[config.mk]
export PLATFORM = sky130hd
export DESIGN_NAME = sdram_slot_map
export DESIGN_NICKNAME = d
export VERILOG_FILES = /design/src/sdram_map_pkg.sv /design/src/sdram_slot_map.sv /design/src/ram_bank_rw.sv /design/src/rom_bank_2slot.sv /design/src/rom_request.sv
export SDC_FILE = /design/constraint.sdc
export NUM_CORES = 1
export LEC_CHECK = 0
export ABC_AREA = 1
export BUFFER_PORTS_ARGS = -buffer_cell sky130_fd_sc_hd__buf_2
export CAP_MARGIN = 20
export CORE_MARGIN = 4
export CORE_UTILIZATION = 30
export CTS_CLUSTER_DIAMETER = 100
export DETAILED_ROUTE_END_ITERATION = 7
export MAX_ROUTING_LAYER = met4
export PLACE_DENSITY_LB_ADDON = 0.2
export SYNTH_ARGS = -nofsm -noshare
export SYNTH_HDL_FRONTEND = slang
export SYNTH_HIERARCHICAL = 1
export SYNTH_SLANG_ARGS = --single-unit
[constraint.sdc]
create_clock -name clk -period 3.8 [get_ports clk]
set_clock_uncertainty 0.2 [all_clocks]
set_input_delay 0.19 -clock clk [delete_from_list [all_inputs] [get_ports clk]]
set_output_delay 0.19 -clock clk [all_outputs]
set_load 0.02 [all_outputs]
[src/sdram_map_pkg.sv]
// Widths and bank offsets shared by the slot mapper modules, imported where needed
package sdram_map_pkg;

    // SDRAM side
    localparam int sdram_aw = 22;           // Word address per bank
    localparam int sdram_dw = 32;           // Two consecutive words per read

    // Bank 0, read/write
    localparam logic [sdram_aw-1:0] ram_offset  = 22'h00_0000;
    localparam logic [sdram_aw-1:0] vram_offset = 22'h10_0000;

    // Bank 1, sound code and graphics
    localparam logic [sdram_aw-1:0] snd_offset  = 22'h00_0000;
    localparam logic [sdram_aw-1:0] gfx_offset  = 22'h20_0000;

    // Bank 3, main CPU program
    localparam logic [sdram_aw-1:0] prog_offset = 22'h00_0000;

    // Slot address widths
    localparam int main_ram_aw = 17;        // Words, RAM and DMA slots
    localparam int snd_aw      = 16;        // Bytes
    localparam int gfx_aw      = 20;        // Words
    localparam int prog_aw     = 21;        // Words

endpackage
[src/sdram_slot_map.sv]
// Top of the slot mapper, connects CPU, sound, graphics and DMA clients to SDRAM banks 0, 1 and 3
`timescale 1ns/10ps

module sdram_slot_map import sdram_map_pkg::*; (
    input  logic                   clk,
    input  logic                   rst,
    input  logic                   lvbl,
    input  logic                   rfsh_en,
    // Main CPU RAM and VRAM
    input  logic                   main_ram_cs,
    input  logic                   main_vram_cs,
    input  logic                   main_rnw,
    input  logic [1:0]             dsn,
    input  logic [15:0]            main_dout,
    input  logic [main_ram_aw-1:0] main_ram_addr,
    output logic                   main_ram_ok,
    output logic [15:0]            main_ram_data,
    // Video DMA
    input  logic                   vram_dma_cs,
    input  logic [main_ram_aw-1:0] vram_dma_addr,
    output logic                   vram_dma_ok,
    output logic [15:0]            vram_dma_data,
    // Sound CPU
    input  logic                   snd_cs,
    input  logic [snd_aw-1:0]      snd_addr,
    output logic                   snd_ok,
    output logic [7:0]             snd_data,
    // Graphics
    input  logic                   gfx_cs,
    input  logic [gfx_aw-1:0]      gfx_addr,
    output logic                   gfx_ok,
    output logic [31:0]            gfx_data,
    // Main CPU program
    input  logic                   prog_cs,
    input  logic [prog_aw-1:0]     prog_addr,
    output logic                   prog_ok,
    output logic [15:0]            prog_data,
    // Bank 0
    input  logic                   ba0_ack,
    input  logic                   ba0_rdy,
    output logic [sdram_aw-1:0]    ba0_addr,
    output logic                   ba0_rd,
    output logic                   ba0_wr,
    output logic [15:0]            ba0_din,
    output logic [1:0]             ba0_din_m,
    // Bank 1
    input  logic                   ba1_ack,
    input  logic                   ba1_rdy,
    output logic [sdram_aw-1:0]    ba1_addr,
    output logic                   ba1_rd,
    // Bank 3
    input  logic                   ba3_ack,
    input  logic                   ba3_rdy,
    output logic [sdram_aw-1:0]    ba3_addr,
    output logic                   ba3_rd,
    input  logic [sdram_dw-1:0]    data_read,
    output logic                   refresh_en
);

    logic                ram_cs;
    logic [sdram_aw-1:0] main_offset;
    logic [7:0]          pre_snd_data;
    logic                pre_snd_ok;

    assign ram_cs      = main_ram_cs | main_vram_cs;
    assign main_offset = main_vram_cs ? vram_offset : ram_offset;

    // Refresh only during vertical blank
    always_ff @(posedge clk or posedge rst) begin
        if (rst) begin
            refresh_en <= 1'b0;
            snd_ok     <= 1'b0;
        end else begin
            refresh_en <= !lvbl && rfsh_en;
            snd_ok     <= pre_snd_ok;
        end
    end

    always_ff @(posedge clk)
        snd_data <= pre_snd_data;          // Aligned with snd_ok

    ram_bank_rw u_bank0 (
        .clk          ( clk           ),
        .rst          ( rst           ),
        .slot0_cs     ( ram_cs        ),
        .slot0_wen    ( !main_rnw     ),
        .slot0_addr   ( main_ram_addr ),
        .slot0_din    ( main_dout     ),
        .slot0_wrmask ( dsn           ),
        .offset0      ( main_offset   ),
        .slot1_cs     ( vram_dma_cs   ),
        .slot1_addr   ( vram_dma_addr ),
        .ack          ( ba0_ack       ),
        .rdy          ( ba0_rdy       ),
        .data_read    ( data_read     ),
        .slot0_ok     ( main_ram_ok   ),
        .slot0_dout   ( main_ram_data ),
        .slot1_ok     ( vram_dma_ok   ),
        .slot1_dout   ( vram_dma_data ),
        .sdram_addr   ( ba0_addr      ),
        .sdram_rd     ( ba0_rd        ),
        .sdram_wr     ( ba0_wr        ),
        .sdram_din    ( ba0_din       ),
        .sdram_wrmask ( ba0_din_m     )
    );

    // Sound code and graphics share bank 1
    rom_bank_2slot #(
        .slot0_t ( logic [7:0]  ),
        .slot1_t ( logic [31:0] ),
        .aw0     ( snd_aw       ),
        .aw1     ( gfx_aw       )
    ) u_bank1 (
        .clk        ( clk          ),
        .rst        ( rst          ),
        .slot0_cs   ( snd_cs       ),
        .slot1_cs   ( gfx_cs       ),
        .slot0_addr ( snd_addr     ),
        .slot1_addr ( gfx_addr     ),
        .offset0    ( snd_offset   ),
        .offset1    ( gfx_offset   ),
        .ack        ( ba1_ack      ),
        .rdy        ( ba1_rdy      ),
        .data_read  ( data_read    ),
        .slot0_ok   ( pre_snd_ok   ),
        .slot1_ok   ( gfx_ok       ),
        .slot0_dout ( pre_snd_data ),
        .slot1_dout ( gfx_data     ),
        .sdram_addr ( ba1_addr     ),
        .sdram_rd   ( ba1_rd       )
    );

    rom_request #(.data_t(logic [15:0]), .aw(prog_aw)) u_bank3 (
        .clk        ( clk         ),
        .rst        ( rst         ),
        .cs         ( prog_cs     ),
        .addr       ( prog_addr   ),
        .offset     ( prog_offset ),
        .grant      ( 1'b1        ),  // Sole client of bank 3
        .ack        ( ba3_ack     ),
        .rdy        ( ba3_rdy     ),
        .data_read  ( data_read   ),
        .req        ( ba3_rd      ),
        .sdram_addr ( ba3_addr    ),
        .dout       ( prog_data   ),
        .ok         ( prog_ok     )
    );

endmodule

[src/ram_bank_rw.sv]
// Bank 0 controller, CPU RAM read/write slot plus read-only video DMA slot
`timescale 1ns/10ps

module ram_bank_rw import sdram_map_pkg::*; (
    input  logic                   clk,
    input  logic                   rst,
    input  logic                   slot0_cs,
    input  logic                   slot0_wen,
    input  logic [main_ram_aw-1:0] slot0_addr,
    input  logic [15:0]            slot0_din,
    input  logic [1:0]             slot0_wrmask,   // Active low byte enables
    input  logic [sdram_aw-1:0]    offset0,
    input  logic                   slot1_cs,
    input  logic [main_ram_aw-1:0] slot1_addr,
    input  logic                   ack,
    input  logic                   rdy,
    input  logic [sdram_dw-1:0]    data_read,
    output logic                   slot0_ok,
    output logic [15:0]            slot0_dout,
    output logic                   slot1_ok,
    output logic [15:0]            slot1_dout,
    output logic [sdram_aw-1:0]    sdram_addr,
    output logic                   sdram_rd,
    output logic                   sdram_wr,
    output logic [15:0]            sdram_din,
    output logic [1:0]             sdram_wrmask
);

    typedef enum logic [1:0] {st_idle, st_wait_ack, st_wait_rdy} state_t;

    state_t              state;
    logic                cur_slot;
    logic                cur_wr;
    logic                wdone;            // Write finished, cs still up
    logic                valid0, valid1;
    logic [sdram_aw-1:0] cached0, cached1; // Full bank address as cache key
    logic [15:0]         data0, data1;
    logic [sdram_aw-1:0] key0, key1;
    logic                hit0, hit1;
    logic                need0, need1;
    logic                load0, load1, wr_end;

    assign key0 = offset0 + sdram_aw'(slot0_addr);
    assign key1 = vram_offset + sdram_aw'(slot1_addr);
    assign hit0 = valid0 && cached0 == key0;
    assign hit1 = valid1 && cached1 == key1;

    assign need0  = slot0_cs && (slot0_wen ? !wdone : !hit0);
    assign need1  = slot1_cs && !hit1;
    assign load0  = state == st_wait_rdy && rdy && !cur_wr && !cur_slot;
    assign load1  = state == st_wait_rdy && rdy && cur_slot;
    assign wr_end = state == st_wait_rdy && rdy && cur_wr;

    assign slot0_dout = data0;
    assign slot1_dout = data1;

    always_ff @(posedge clk or posedge rst) begin
        if (rst) begin
            state    <= st_idle;
            cur_slot <= 1'b0;
            cur_wr   <= 1'b0;
            sdram_rd <= 1'b0;
            sdram_wr <= 1'b0;
            valid0   <= 1'b0;
            valid1   <= 1'b0;
            wdone    <= 1'b0;
            slot0_ok <= 1'b0;
            slot1_ok <= 1'b0;
        end else begin
            slot0_ok <= slot0_cs && (slot0_wen ? (wdone || wr_end) : (hit0 && !load0));
            slot1_ok <= slot1_cs && hit1 && !load1;
            if (!(slot0_cs && slot0_wen))
                wdone <= 1'b0;
            else if (wr_end)
                wdone <= 1'b1;
            case (state)
                st_idle: begin
                    if (need0) begin
                        state    <= st_wait_ack;
                        cur_slot <= 1'b0;
                        cur_wr   <= slot0_wen;
                        sdram_rd <= !slot0_wen;
                        sdram_wr <= slot0_wen;
                        if (slot0_wen) begin
                            valid0 <= 1'b0;
                            valid1 <= 1'b0;  // DMA may read the written region
                        end
                    end else if (need1) begin
                        state    <= st_wait_ack;
                        cur_slot <= 1'b1;
                        cur_wr   <= 1'b0;
                        sdram_rd <= 1'b1;
                    end
                end
                st_wait_ack: if (ack) begin
                    sdram_rd <= 1'b0;
                    sdram_wr <= 1'b0;
                    state    <= st_wait_rdy;
                end
                default: if (rdy) begin
                    state <= st_idle;
                    if (load0)
                        valid0 <= 1'b1;
                    if (load1)
                        valid1 <= 1'b1;
                end
            endcase
        end
    end

    always_ff @(posedge clk) begin
        if (state == st_idle) begin
            sdram_addr   <= need0 ? key0 : key1;
            sdram_din    <= slot0_din;
            sdram_wrmask <= slot0_wrmask;
        end
        if (load0) begin
            cached0 <= sdram_addr;
            data0   <= data_read[15:0];
        end
        if (load1) begin
            cached1 <= sdram_addr;
            data1   <= data_read[15:0];
        end
    end

    a_rd_wr_excl: assert property (@(posedge clk) disable iff (rst)
        !(sdram_rd && sdram_wr));

endmodule

[src/rom_bank_2slot.sv]
// Two cached read-only slots sharing one SDRAM bank, slot0 has priority
`timescale 1ns/10ps

module rom_bank_2slot import sdram_map_pkg::*; #(
    parameter type slot0_t = logic [7:0],
    parameter type slot1_t = logic [31:0],
    parameter int  aw0     = 16,
    parameter int  aw1     = 20
) (
    input  logic                clk,
    input  logic                rst,
    input  logic                slot0_cs,
    input  logic                slot1_cs,
    input  logic [aw0-1:0]      slot0_addr,
    input  logic [aw1-1:0]      slot1_addr,
    input  logic [sdram_aw-1:0] offset0,
    input  logic [sdram_aw-1:0] offset1,
    input  logic                ack,
    input  logic                rdy,
    input  logic [sdram_dw-1:0] data_read,
    output logic                slot0_ok,
    output logic                slot1_ok,
    output slot0_t              slot0_dout,
    output slot1_t              slot1_dout,
    output logic [sdram_aw-1:0] sdram_addr,
    output logic                sdram_rd
);

    logic                req0;
    logic                req1;
    logic [sdram_aw-1:0] addr0;
    logic [sdram_aw-1:0] addr1;
    logic                locked;           // Bank owned until rdy
    logic                owner;
    logic                sel;

    // Free bank goes to slot0 first
    assign sel = locked ? owner : (!req0 && req1);

    assign sdram_rd   = sel ? req1 : req0;
    assign sdram_addr = sel ? addr1 : addr0;

    always_ff @(posedge clk or posedge rst) begin
        if (rst) begin
            locked <= 1'b0;
            owner  <= 1'b0;
        end else if (locked) begin
            if (rdy)
                locked <= 1'b0;
        end else if (req0 || req1) begin
            locked <= 1'b1;
            owner  <= !req0;
        end
    end

    rom_request #(.data_t(slot0_t), .aw(aw0)) u_slot0 (
        .clk        ( clk        ),
        .rst        ( rst        ),
        .cs         ( slot0_cs   ),
        .addr       ( slot0_addr ),
        .offset     ( offset0    ),
        .grant      ( !sel       ),
        .ack        ( ack        ),
        .rdy        ( rdy        ),
        .data_read  ( data_read  ),
        .req        ( req0       ),
        .sdram_addr ( addr0      ),
        .dout       ( slot0_dout ),
        .ok         ( slot0_ok   )
    );

    rom_request #(.data_t(slot1_t), .aw(aw1)) u_slot1 (
        .clk        ( clk        ),
        .rst        ( rst        ),
        .cs         ( slot1_cs   ),
        .addr       ( slot1_addr ),
        .offset     ( offset1    ),
        .grant      ( sel        ),
        .ack        ( ack        ),
        .rdy        ( rdy        ),
        .data_read  ( data_read  ),
        .req        ( req1       ),
        .sdram_addr ( addr1      ),
        .dout       ( slot1_dout ),
        .ok         ( slot1_ok   )
    );

    // The acked slot keeps the bank until its data returns
    a_owner_held: assert property (@(posedge clk) disable iff (rst)
        ack |=> locked && owner == $past(sel));

endmodule

[src/rom_request.sv]
// Read-only SDRAM slot with a last-word cache; used alone or inside a shared bank
`timescale 1ns/10ps

module rom_request import sdram_map_pkg::*; #(
    parameter type data_t = logic [15:0],
    parameter int  aw     = 16
) (
    input  logic                clk,
    input  logic                rst,
    input  logic                cs,
    input  logic [aw-1:0]       addr,
    input  logic [sdram_aw-1:0] offset,
    input  logic                grant,      // Bank currently serves this slot
    input  logic                ack,
    input  logic                rdy,
    input  logic [sdram_dw-1:0] data_read,
    output logic                req,
    output logic [sdram_aw-1:0] sdram_addr,
    output data_t               dout,
    output logic                ok
);

    localparam int dw = $bits(data_t);

    logic [aw-1:0]       cached_addr;
    logic [aw-1:0]       pend_addr;        // Address of the access in flight
    logic                valid;
    logic                busy;             // Acked, waiting for rdy
    logic                hit;
    logic                start;
    logic                load;
    logic [sdram_aw-1:0] word_addr;
    data_t               fetched;

    assign hit   = valid && cached_addr == addr;
    assign start = cs && !hit && !req && !busy;
    assign load  = busy && rdy;

    // Byte slots address half words
    assign word_addr  = (dw == 8) ? sdram_aw'(pend_addr[aw-1:1]) : sdram_aw'(pend_addr);
    assign sdram_addr = offset + word_addr;

    always_comb begin
        if (dw == 8)
            fetched = data_t'(pend_addr[0] ? data_read[15:8] : data_read[7:0]);
        else
            fetched = data_t'(data_read[dw-1:0]);  // Low word first
    end

    always_ff @(posedge clk or posedge rst) begin
        if (rst) begin
            req   <= 1'b0;
            busy  <= 1'b0;
            valid <= 1'b0;
            ok    <= 1'b0;
        end else begin
            ok <= cs && hit && !load;          // Held low while the cache reloads
            if (load) begin
                busy  <= 1'b0;
                valid <= 1'b1;
            end else if (req && ack && grant) begin
                req  <= 1'b0;
                busy <= 1'b1;
            end else if (start) begin
                req <= 1'b1;
            end
        end
    end

    always_ff @(posedge clk) begin
        if (start)
            pend_addr <= addr;
        if (load) begin
            cached_addr <= pend_addr;
            dout        <= fetched;
        end
    end

    // A new fetch only starts on a miss, so ok is already low
    a_req_not_on_ok: assert property (@(posedge clk) disable iff (rst)
        $rose(req) |-> !ok);

    a_dout_stable: assert property (@(posedge clk) disable iff (rst)
        ok && $past(ok) |-> $stable(dout));

endmodule

==> impl_metrics.py <==
metrics = {
    "worst_setup_path": {
        "cpPeakStageDelay_ns": 0.55,
        "worstPathMaxFanout": 26,
        "reg2reg_slack_ns": 0.65,
        "required_ns": 3.90,
        "r2r_end": "u_bank0/sdram_addr[0]",
        "crit_type": "in2reg",
        "startpoint_type": "input port",
        "crit_path_end_kind": "register",
        "cp.arrival_ns": 3.29,
        "path_common_cell": "nor2_1",
        "timing.rr.start": "u_bank0/valid0",
        "slowest_stage": "dlygate4sd3_1",
        "crit_chain": "dlygate4sd3_1 > buf_2 > inv_1 > inv_1 > nand2_1 > a21oi_1 > nand3b_1 > nor2_1 > nand3_1 > nor2_1 > nand3_1 > nor2_1 > nand3_1 > nor2_1 > nand2_2 > nand2_4 > buf_4 > o21ai_1 > dlygate4sd3_1",
        "worst_r2r_path_depth": 15,
    },
    "global_route": {
        "grt_max_degree": 34,
        "antenna_found_initial": 3,
        "grt-ovfl-total": 0,
        "grt_pass1_wl_microns": 85200,
        "track_usage_pct": 17.7,
        "grt_pass1_vias": 15200,
    },
    "sta": {
        "post-route-period-util_pct": 83.8,
        "setup_slack_ns": 0.617,
        "maxSlewHeadroom_pct": 35.6,
        "max_freq_ghz": 0.314,
        "hold_viol": 0,
        "final-setup-viol-count": 0,
        "grt_setup_unrepaired": "false",
        "maxSlewViolCount": 0,
        "layout_min_cycle_time_ns": 3.18,
        "worstMarginPinSlew_ns": 0.965,
        "tns_ns": 0,
    },
    "placement": {
        "io_buffers": 337,
        "hpwl_microns": 43400,
        "pre_cts_ws_ns": 0.782,
        "placed_cell_area_sq_um": 20800,
        "gp_congestion": 0.912,
    },
    "routing": {
        "postRouteWirelength_microns": 55600,
        "drc": 0,
        "drtAntennaViolNets": 0,
        "wl_per_cell_microns": 16.4,
        "drt_iter0_markers": 804,
        "vias": 15100,
        "drt_pass1_iterations": 5,
        "viasPerCell": 4.45,
    },
    "clock_network": {
        "h-tree-depth": 2,
        "postCtsSetupRepairBufs": 0,
        "cts_tree": "done",
        "clkTransAtPathRegs_ns": 0.06,
        "clock_sinks": 321,
        "cts_buffer_depth": 3,
        "numCtsBuffers": 38,
        "cts_root_buf": "clkbuf_16",
        "clk_latency_ns": 0.56,
    },
    "hold_path": {
        "hp-class": "in2async",
    },
    "power_and_ir_drop": {
        "power_density_nw_per_um2": 574,
        "vdd_ir_drop_max_v": 0.000608,
        "p_leak_nw": 11.2,
    },
    "floorplanning": {
        "row_count": 88,
        "die_y_microns": 251,
        "die-width_microns": 251,
        "start_util_pct": 30.5,
        "pin_count": 340,
        "die-area_sq_um": 62900,
        "placeableCoreArea_sq_um": 58000,
    },
    "run": {
        "maxCapViolations": 0,
    },
    "synth": {
        "avgSynthCellArea_sq_um": 9.04,
        "ys_types": 54,
        "syn_inst": 1957,
        "ys_seq_area_share_pct": 53.3,
        "ys.flop_type": "edfxtp_1",
        "synth-warning-count": 6,
        "ys_ff_latch": 321,
        "synth_edf_count": 286,
        "syn_area_sq_um": 17700,
        "synth-async-reset-ratio_pct": 8.41,
    },
    "final_layout": {
        "area_growth_pct": 33.2,
        "diodes": 0,
        "drive_gt1_share_pct": 18.9,
        "final_cell_area_sq_um": 23600,
        "fillers": 5828,
        "nets": 2835,
    },
    "status": {
        "status": "finished clean",
    },
}
worst max-delay path: cells and delay by family:
family / cells / cell delay [ns]
buffers and inverters: 6 / 1.59
AND/OR/NAND/NOR: 11 / 1.31
AO/OA/AOI/OAI: 2 / 0.21
stage by stage:
| stage | utilization [%] | std cells | power [mW] | hold slack [ns] |
|---|---|---|---|---|
| after floorplan | - | 2081 | 8.08 | -0.269 |
| after global placement | 35.9 | 3179 | 9.53 | 0.0343 |
| after detailed placement | 35.9 | 3179 | 9.55 | 0.0419 |
| after CTS | 40.6 | 3395 | 13.6 | 0.000947 |
| after global routing | 40.6 | 3395 | 14.3 | 0.0449 |
| final | 40.6 | 3395 | 13.5 | 0.0309 |
power by group:
group	switching, mW	internal [mW]
Clock	1.51	2.29
Combinational	3.15	1.42
Sequential	0.404	4.74
registers in the layout, summed over array words and instances (netlist names), 2 cells and up:
register                     cells
u_bank1/u_slot1/dout            32
u_bank1/u_slot0/dout             8
u_bank0/cached0                 22
u_bank0/cached1                 22
u_bank0/sdram_wrmask             2
u_bank0/slot1_dout              16
u_bank1/u_slot0/cached_addr     16
u_bank3/dout                    16
u_bank0/sdram_addr              22
u_bank3/cached_addr             21
u_bank0/state                    2
snd_data                         8
u_bank0/sdram_din               16
u_bank1/u_slot1/cached_addr     20
u_bank0/slot0_dout              16
u_bank3/pend_addr               21
u_bank1/u_slot0/pend_addr       16
u_bank1/u_slot1/pend_addr       20
worst max-delay path by stage:
stage | slack [ns] | startpoint | cells after the start | end
after detailed placement | 0.78 | main_ram_addr[1] | 16 | u_bank0/sdram_addr[5]
after floorplan | 0.68 | u_bank0/state[1] | 3 | u_bank0/valid0
after global routing | 0.33 | main_rnw | 19 | u_bank0/sdram_addr[0]
after global placement | 0.78 | main_ram_addr[1] | 16 | u_bank0/sdram_addr[5]
final | 0.62 | main_rnw | 19 | u_bank0/sdram_addr[0]
after CTS | 0.66 | main_rnw | 19 | u_bank0/sdram_addr[0]
layout make-up:
type	instances	area (sq um)	share of cell area (%)
clock buffers	47	1030	4.39
clock inverters	23	265	1.13
inverters	285	1070	4.55
flip-flops and latches	321	9420	40.0
well taps	765	957	4.06
multi-input cells	1463	7580	32.2
repair buffers	491	3230	13.7
per-layer routing:
layer  global-route usage (%)  wire [microns]
met2                     30.3           27300
met3                     2.77            2520
met1                     22.3           24800
met4                     3.76            1050
met5                        -               0
cells by family after synthesis:
logic type | synth area share, %
fa+ha+maj | 5.62
compound gates | 6.15
xor+xnor | 2.83
flops | 53.3
mux | 0.509
simple gates | 24.9
other cells | 0.0425
buf+inv | 6.68
cells in the final DEF (no fill, tap or decap), drive strengths merged, types with 3 or more instances in the layout:
cell type,n
inv,288
nand3,150
xor2,33
o21bai,9
nor2,157
nand2,600
nand3b,21
nor4,6
dlygate4sd3,146
nand4,28
a21oi,96
xnor2,19
o21ai,75
fa,4
dfxtp,8
mux2,8
dfrtp,27
a21o,3
edfxtp,286
conb,126
clkinv,13
and2,5
or2,8
buf,345
bufinv,5
o21a,4
clkbuf,47
nor3,24
ha,73
timing repair:
item / 4_1_cts / 5_1_grt
resized for setup: 0 / 0
hold endpoints to repair: 231 / 0
hold buffers: 146 / 0
synth_stat cells, types with 13 or more instances:
library cell	count	area share (%)
edfxtp_1	286	49
nor2_1	147	3.1
nand3_2	13	0.74
nand2_2	21	0.74
o21ai_1	19	0.54
ha_1	73	5.2
xor2_1	33	1.6
nor3_1	20	0.57
nand3b_1	21	0.89
nand3_1	136	3.8
nand4_1	28	0.99
inv_1	280	5.9
xnor2_1	19	0.94
a21oi_1	94	2.7
nand2_1	575	12
dfrtp_1	27	3.8
o21ai_0	50	1.4
Power figures use the tool's default switching activity.
